--- config.mk ---
export PLATFORM = sky130hd
export DESIGN_NAME = carry_select_adder
export DESIGN_NICKNAME = d
export VERILOG_FILES = /design/src/verilog/adder_pkg.sv /design/src/verilog/carry_select_adder.sv /design/src/verilog/prefix_adder.sv /design/src/verilog/prefix_stage.sv /design/src/verilog/pgk_encode.sv /design/src/verilog/pipe_delay.sv
export SDC_FILE = /design/constraint.sdc
export NUM_CORES = 1
export LEC_CHECK = 0
export ABC_AREA = 1
export BUFFER_PORTS_ARGS = -buffer_cell sky130_fd_sc_hd__buf_2
export CAP_MARGIN = 30
export CORE_MARGIN = 3
export CORE_UTILIZATION = 40
export CTS_BUF_LIST = sky130_fd_sc_hd__clkbuf_16
export DETAILED_ROUTE_END_ITERATION = 16
export PLACE_DENSITY = 0.52
export RECOVER_POWER = 50
export SETUP_SLACK_MARGIN = 0.4
export SKIP_LAST_GASP = 1
export SYNTH_ARGS = -nofsm -noshare
export SYNTH_HDL_FRONTEND = slang
export SYNTH_SLANG_ARGS = --single-unit
--- constraint.sdc ---
create_clock -name clk -period 2.08 [get_ports clk]
set_clock_uncertainty 0.2 [all_clocks]
set_input_delay 0.208 -clock clk [delete_from_list [all_inputs] [get_ports clk]]
set_output_delay 0.208 -clock clk [all_outputs]
set_load 0.01 [all_outputs]
--- src/verilog/adder_pkg.sv ---
`default_nettype none

package adder_pkg;

    // upper bit: carry out for carry in 1, lower bit: carry out for carry in 0
    typedef logic [1:0] pgk_t;

    localparam pgk_t PGK_KILL      = 2'b00;
    localparam pgk_t PGK_PROPAGATE = 2'b10;
    localparam pgk_t PGK_GENERATE  = 2'b11;

    // hi sits above lo, result covers both spans
    function automatic pgk_t pgk_merge(input pgk_t hi, input pgk_t lo);
        pgk_t res;
        res[1] = hi[0] | (hi[1] & lo[1]);
        res[0] = hi[0] | (hi[1] & lo[0]);
        return res;
    endfunction

    // encode cycle plus one registered stage per two prefix levels
    function automatic int adder_latency(input int width);
        int levels;
        levels = $clog2(width);
        return 1 + (levels + 1) / 2;
    endfunction

endpackage

`default_nettype wire
--- src/verilog/carry_select_adder.sv ---
`timescale 1ns/1ns
`default_nettype none

module carry_select_adder #(
    parameter int WIDTH = 64
) (
    input  logic             clk,
    input  logic             arst_n,
    input  logic             in_valid,
    input  logic             cin,
    input  logic [WIDTH-1:0] a,
    input  logic [WIDTH-1:0] b,
    output logic             out_valid,
    output logic             cout,
    output logic [WIDTH-1:0] sum
);

    localparam int HALF    = WIDTH / 2;
    localparam int LATENCY = adder_pkg::adder_latency(HALF);

    logic [HALF-1:0] lo_sum_c0;
    logic [HALF-1:0] lo_sum_c1;
    logic            lo_cout_c0;
    logic            lo_cout_c1;
    logic [HALF-1:0] hi_sum_c0;
    logic [HALF-1:0] hi_sum_c1;
    logic            hi_cout_c0;
    logic            hi_cout_c1;
    logic            cin_d;
    logic            carry_mid;

    prefix_adder #(
        .WIDTH (HALF)
    ) i_lo (
        .clk     (clk),
        .arst_n  (arst_n),
        .a       (a[HALF-1:0]),
        .b       (b[HALF-1:0]),
        .sum_c0  (lo_sum_c0),
        .sum_c1  (lo_sum_c1),
        .cout_c0 (lo_cout_c0),
        .cout_c1 (lo_cout_c1)
    );

    prefix_adder #(
        .WIDTH (HALF)
    ) i_hi (
        .clk     (clk),
        .arst_n  (arst_n),
        .a       (a[WIDTH-1:HALF]),
        .b       (b[WIDTH-1:HALF]),
        .sum_c0  (hi_sum_c0),
        .sum_c1  (hi_sum_c1),
        .cout_c0 (hi_cout_c0),
        .cout_c1 (hi_cout_c1)
    );

    // carry in stays aligned with its operands
    pipe_delay #(
        .DEPTH (LATENCY),
        .T     (logic)
    ) i_cin_delay (
        .clk    (clk),
        .arst_n (arst_n),
        .d      (cin),
        .q      (cin_d)
    );

    pipe_delay #(
        .DEPTH (LATENCY),
        .T     (logic)
    ) i_valid_delay (
        .clk    (clk),
        .arst_n (arst_n),
        .d      (in_valid),
        .q      (out_valid)
    );

    // low half picks by cin, high half by the low carry out
    assign carry_mid        = cin_d ? lo_cout_c1 : lo_cout_c0;
    assign sum[HALF-1:0]    = cin_d ? lo_sum_c1 : lo_sum_c0;
    assign sum[WIDTH-1:HALF] = carry_mid ? hi_sum_c1 : hi_sum_c0;
    assign cout             = carry_mid ? hi_cout_c1 : hi_cout_c0;

endmodule

`default_nettype wire

--- src/verilog/prefix_adder.sv ---
`timescale 1ns/1ns
`default_nettype none

module prefix_adder #(
    parameter int WIDTH = 32
) (
    input  logic             clk,
    input  logic             arst_n,
    input  logic [WIDTH-1:0] a,
    input  logic [WIDTH-1:0] b,
    output logic [WIDTH-1:0] sum_c0,
    output logic [WIDTH-1:0] sum_c1,
    output logic             cout_c0,
    output logic             cout_c1
);

    localparam int LATENCY      = adder_pkg::adder_latency(WIDTH);
    localparam int STAGES       = LATENCY - 1;
    localparam int LEVELS_TOTAL = $clog2(WIDTH);

    adder_pkg::pgk_t [WIDTH-1:0] stage_pgk [0:STAGES];
    adder_pkg::pgk_t [WIDTH-1:0] grp;

    logic [2*WIDTH-1:0] ops_d;
    logic [WIDTH-1:0]   a_d;
    logic [WIDTH-1:0]   b_d;
    logic [WIDTH-1:0]   carry_c0;
    logic [WIDTH-1:0]   carry_c1;

    pgk_encode #(
        .WIDTH (WIDTH)
    ) i_encode (
        .clk    (clk),
        .arst_n (arst_n),
        .a      (a),
        .b      (b),
        .pgk    (stage_pgk[0])
    );

    // spans 1,2 then 4,8 then 16 for a 32-bit half
    genvar s;
    for (s = 0; s < STAGES; s++)
    begin : g_stage
        localparam int SPAN   = 1 << (2 * s);
        localparam int REMAIN = LEVELS_TOTAL - 2 * s;

        prefix_stage #(
            .WIDTH  (WIDTH),
            .SPAN   (SPAN),
            .LEVELS ((REMAIN >= 2) ? 2 : 1)
        ) i_stage (
            .clk     (clk),
            .arst_n  (arst_n),
            .pgk_in  (stage_pgk[s]),
            .pgk_out (stage_pgk[s+1])
        );
    end

    assign grp = stage_pgk[STAGES];

    // operands wait for the tree
    pipe_delay #(
        .DEPTH (LATENCY),
        .T     (logic [2*WIDTH-1:0])
    ) i_ops_delay (
        .clk    (clk),
        .arst_n (arst_n),
        .d      ({a, b}),
        .q      (ops_d)
    );

    assign a_d = ops_d[2*WIDTH-1:WIDTH];
    assign b_d = ops_d[WIDTH-1:0];

    assign carry_c0[0] = 1'b0;
    assign carry_c1[0] = 1'b1;

    genvar i;
    for (i = 1; i < WIDTH; i++)
    begin : g_carry
        assign carry_c0[i] = grp[i-1][0];
        assign carry_c1[i] = grp[i-1][1];
    end

    assign sum_c0  = a_d ^ b_d ^ carry_c0;
    assign sum_c1  = a_d ^ b_d ^ carry_c1;
    assign cout_c0 = grp[WIDTH-1][0];
    assign cout_c1 = grp[WIDTH-1][1];

endmodule

`default_nettype wire

--- src/verilog/prefix_stage.sv ---
`timescale 1ns/1ns
`default_nettype none

module prefix_stage #(
    parameter int WIDTH  = 32,
    parameter int SPAN   = 1,
    parameter int LEVELS = 2
) (
    input  logic                        clk,
    input  logic                        arst_n,
    input  adder_pkg::pgk_t [WIDTH-1:0] pgk_in,
    output adder_pkg::pgk_t [WIDTH-1:0] pgk_out
);

    // lvl[0] is the stage input, lvl[LEVELS] goes to the register
    adder_pkg::pgk_t [WIDTH-1:0] lvl [0:LEVELS];

    assign lvl[0] = pgk_in;

    genvar l;
    genvar i;
    for (l = 0; l < LEVELS; l++)
    begin : g_level
        localparam int DIST = SPAN << l;

        for (i = 0; i < WIDTH; i++)
        begin : g_bit
            if (i >= DIST)
            begin : g_merge
                assign lvl[l+1][i] = adder_pkg::pgk_merge(lvl[l][i], lvl[l][i-DIST]);
            end
            else
            begin : g_pass
                // already a complete group down to bit 0
                assign lvl[l+1][i] = lvl[l][i];
            end
        end
    end

    pipe_delay #(
        .DEPTH (1),
        .T     (adder_pkg::pgk_t [WIDTH-1:0])
    ) i_stage_reg (
        .clk    (clk),
        .arst_n (arst_n),
        .d      (lvl[LEVELS]),
        .q      (pgk_out)
    );

endmodule

`default_nettype wire

--- src/verilog/pgk_encode.sv ---
`timescale 1ns/1ns
`default_nettype none

module pgk_encode #(
    parameter int WIDTH = 32
) (
    input  logic                        clk,
    input  logic                        arst_n,
    input  logic [WIDTH-1:0]            a,
    input  logic [WIDTH-1:0]            b,
    output adder_pkg::pgk_t [WIDTH-1:0] pgk
);

    adder_pkg::pgk_t [WIDTH-1:0] pgk_next;

    // bit 0 too, carry in is resolved after the tree
    always_comb
    begin
        for (int i = 0; i < WIDTH; i++)
        begin
            case ({a[i], b[i]})
                2'b00:
                begin
                    pgk_next[i] = adder_pkg::PGK_KILL;
                end
                2'b11:
                begin
                    pgk_next[i] = adder_pkg::PGK_GENERATE;
                end
                default:
                begin
                    pgk_next[i] = adder_pkg::PGK_PROPAGATE;
                end
            endcase
        end
    end

    always_ff @(posedge clk or negedge arst_n)
    begin
        if (!arst_n)
        begin
            pgk <= '0;
        end
        else
        begin
            pgk <= pgk_next;
        end
    end

endmodule

`default_nettype wire

--- src/verilog/pipe_delay.sv ---
`timescale 1ns/1ns
`default_nettype none

module pipe_delay #(
    parameter int  DEPTH = 1,
    parameter type T     = logic
) (
    input  logic clk,
    input  logic arst_n,
    input  T     d,
    output T     q
);

    // tap 0 is the input, tap DEPTH the oldest copy
    T taps [0:DEPTH];

    assign taps[0] = d;

    genvar i;
    for (i = 0; i < DEPTH; i++)
    begin : g_reg
        always_ff @(posedge clk or negedge arst_n)
        begin
            if (!arst_n)
            begin
                taps[i+1] <= '0;
            end
            else
            begin
                taps[i+1] <= taps[i];
            end
        end
    end

    assign q = taps[DEPTH];

endmodule

`default_nettype wire

==> impl_metrics.json <==
{
  "fin_crit_sh_pct": 118,
  "hold_depth": 2,
  "crit_family": "simple AND/OR/NAND/NOR gates",
  "clk_pin_slew_ns": 0.06,
  "crit_buf_inv": 3,
  "finalSetupViolations": 64,
  "route.met2.wl_mm": 39.8,
  "drv_slew": 0,
  "synth_area_leaders": "dfrtp_1 77%, nand2_1 6.6%, inv_1 4.1%",
  "violations": "negative setup slack",
  "rows": 105,
  "r2r_slack_ns": 0.75,
  "cts-hold-fix-buffers": 173,
  "combPwrFrac_pct": 9.3,
  "path_common_cell": "nand2_1",
  "gp_congestion": 0.864,
  "routedWlPerCell_um": 18.1,
  "hpwl_mm": 55.4,
  "grt_pass1_wl_mm": 121,
  "max_stage_delay_ns": 0.46,
  "grt.total_usage_pct": 18.3,
  "leakagePower_nw": 20.5,
  "placed_cell_area_mm2": 0.0364,
  "worst_path_max_delay_cell": "dfrtp_2",
  "critical_path_arrival_ns": 2.06,
  "tritoncts": "yes",
  "min_to": "i_hi.i_ops_delay.taps[252]",
  "required_ns": 1.67,
  "routed_via_density": 4.65,
  "via_count": 20600,
  "synth-seq-cells": 1032,
  "hold_violations": 0,
  "synth_area_mm2": 0.0334,
  "antenna_found_initial": 7,
  "cp_max_fo": 17,
  "final_cell_mix": "1029 x dfrtp_1, 560 x nand2_1, 385 x inv_1, 216 x a21oi_1, 196 x o21ai_0",
  "synth_sequential_area_ratio_pct": 77.3,
  "cts.sinks": 1032,
  "rsz0062_at_grt": "true",
  "dp.cells": 4039,
  "drc": 0,
  "endpoint_kind": "output pin",
  "critPathKind": "register to output pin",
  "dr.max_layer_used": "met5",
  "clock_path_buffers": 3,
  "reg2reg_to": "i_hi.g_stage[0].i_stage.i_stage_reg.q[19]",
  "area_delta_synth_final_pct": 26.6,
  "synthCells": 2740,
  "worstMarginPinSlew_ns": 1.19,
  "power_per_cell_area_mw_per_mm2": 1050,
  "synthDistinctLibCells": 16,
  "start_util_pct": 40.6,
  "worstSetupPathDepth": 8,
  "p_seq_share_pct": 51.1,
  "fin_cells": 4433,
  "postLayoutCellArea_mm2": 0.0423,
  "yosysTopAreaCell": "dfrtp_1",
  "fp.dieH_um": 295,
  "fin_nets": 3408,
  "grt_pass1_vias": 21800,
  "layout_commonest_cell": "dfrtp_1",
  "hp-class": "primary input to register",
  "final_layout_size_suffix_gt1_share_pct": 13.3,
  "p_int_mw": 33.3,
  "status": "finished, violations left",
  "ff2ff_path_depth": 2,
  "post_synth.cell_area_avg_um2": 12.2,
  "ant_nets": 0,
  "fmax_mhz": 406,
  "port_buffers": 197,
  "clk_latency_ns": 0.65,
  "final_util_pct": 51.4,
  "fill_cells": 7112,
  "finalCriticalPeriod_ns": 2.46,
  "first_iter_violations": 1094,
  "cp-start-kind": "register",
  "yosys_warnings": 0,
  "path_cells": "buf_6 -> clkinv_8 -> nand2_8 -> nand2_4 -> nand2_1 -> nand3_1 -> nand2_1 -> buf_2",
  "grt-ovfl-total": 0,
  "wl_met3_mm": 3.70,
  "wl_mm": 80.4,
  "post-route-worst-setup-slack_ns": -0.385,
  "slew_headroom_pct": 20.8,
  "synth.net_count": 2872,
  "ctsHtreeMaxLevel": 3,
  "cts_made_buffers": 104,
  "hold_start": "a[60]",
  "power.switching_mw": 11.1,
  "grt_max_degree": 93,
  "die_x_um": 295,
  "cts_root_buffer": "clkbuf_16",
  "core-area_mm2": 0.0824,
  "rr_startpoint": "i_hi.i_encode.pgk[19]",
  "pre_cts_ws_ns": -0.215,
  "swShare_pct": 25.0,
  "p_clk_share_pct": 39.6,
  "synth_top_cell_area_share_pct": 77.3,
  "peakVddDrop_v": 0.000715,
  "wirelength_met1_mm": 34.0,
  "max-cap-violations": 0,
  "whs_ns": 0.0725,
  "pin_count": 198,
  "die-area_mm2": 0.0870,
  "firstDrtPassIters": 5
}
[metrics by stage]
| step | power [mW] | TNS [ns] |
|---|---|---|
| detailed placement | 26.4 | -0.306 |
| global route | 46.3 | -113.55 |
| global placement | 26.3 | -0.241 |
| CTS | 44.7 | -24.33 |
| finish | 44.4 | -21.47 |
| floorplan | 24.3 | 0 |
[worst max path at each step]
stage	endpoint	startpoint	slack (ns)
after floorplan	sum[32]	i_cin_delay.q	0.54
after global placement	sum[12]	i_cin_delay.q	-0.18
after detailed placement	sum[12]	i_cin_delay.q	-0.22
after CTS	sum[44]	i_cin_delay.q	-0.42
after global routing	sum[40]	i_cin_delay.q	-0.50
final	sum[43]	i_cin_delay.q	-0.38
[sequential cells by signal (all words and copies together), names as in the netlist, 64 cells and up]
register / flops
i_lo.g_stage.i_stage.i_stage_reg.q: 192
i_hi.i_ops_delay.taps: 192
i_hi.g_stage.i_stage.i_stage_reg.q: 192
i_lo.i_ops_delay.taps: 192
i_hi.i_encode.pgk: 64
i_lo.i_encode.pgk: 64
i_lo.i_ops_delay.q: 64
i_hi.i_ops_delay.q: 64
[cell usage after synthesis]
master and count:
buf_1 2, o21ai_0 227, a21oi_1 216, or2_2 64, nand2_4 2, inv_4 1
xor2_1 1, xnor2_1 32, buf_2 21, buf_4 5, nor2_1 2, inv_1 368
dfrtp_1 1032, nand2_8 1, nand3_1 176, nand2_1 590
[logic make-up (layout without fill, tap and decap cells)]
family | after synthesis | after routing | synth area share [%]
AOI/OAI and AO/OA | 443 | 443 | 6.64
other | 0 | 5 | 0
and+or+nand+nor | 835 | 838 | 10.6
buffers and inverters | 397 | 1012 | 4.60
DFF | 1032 | 1032 | 77.3
xor gates and xnor gates | 33 | 33 | 0.865
[final cells by class]
cell class | instances | area [um^2] | share of cell area, %
tap | 1070 | 1340 | 3.16
antenna | 5 | 12.5 | 0.0296
clock inverter | 83 | 627 | 1.48
sequential | 1032 | 25800 | 61.1
timing repair buffer | 455 | 3910 | 9.25
multi-input combinational | 1314 | 6560 | 15.5
inverter | 369 | 1400 | 3.30
clock buffer | 105 | 2630 | 6.21
[worst register-to-register path, delay by kind of cell, from the launching register on]
| kind | cells | cell delay, ns |
|---|---|---|
| compound gates | 2 | 0.53 |
| flops | 1 | 0.45 |
[per-layer routing]
layer	vias to the layer above	track usage, %
li1	9702	-
met1	10200	24.1
met2	506	31.1
met3	168	2.70
met4	2	6.39
met5	-	0
[power groups by stage]
stage,logic (mW),clock network [mW],registers (mW)
floorplan,1.78,0,22.5
global placement,3.35,0,22.9
detailed placement,3.41,0,23.0
CTS,4.00,18.0,22.7
global route,4.62,18.9,22.8
finish,4.11,17.6,22.7
[repair_timing]
| item | in CTS | in global routing |
|---|---|---|
| resized for setup | 134 | 34 |
| hold endpoints to repair | 1290 | 30 |
| buffers inserted | 6 | 0 |
| pin swaps | 39 | 13 |
| cloned | 7 | 15 |
| setup endpoints to repair | 65 | 65 |
Power figures use the tool's default switching activity.
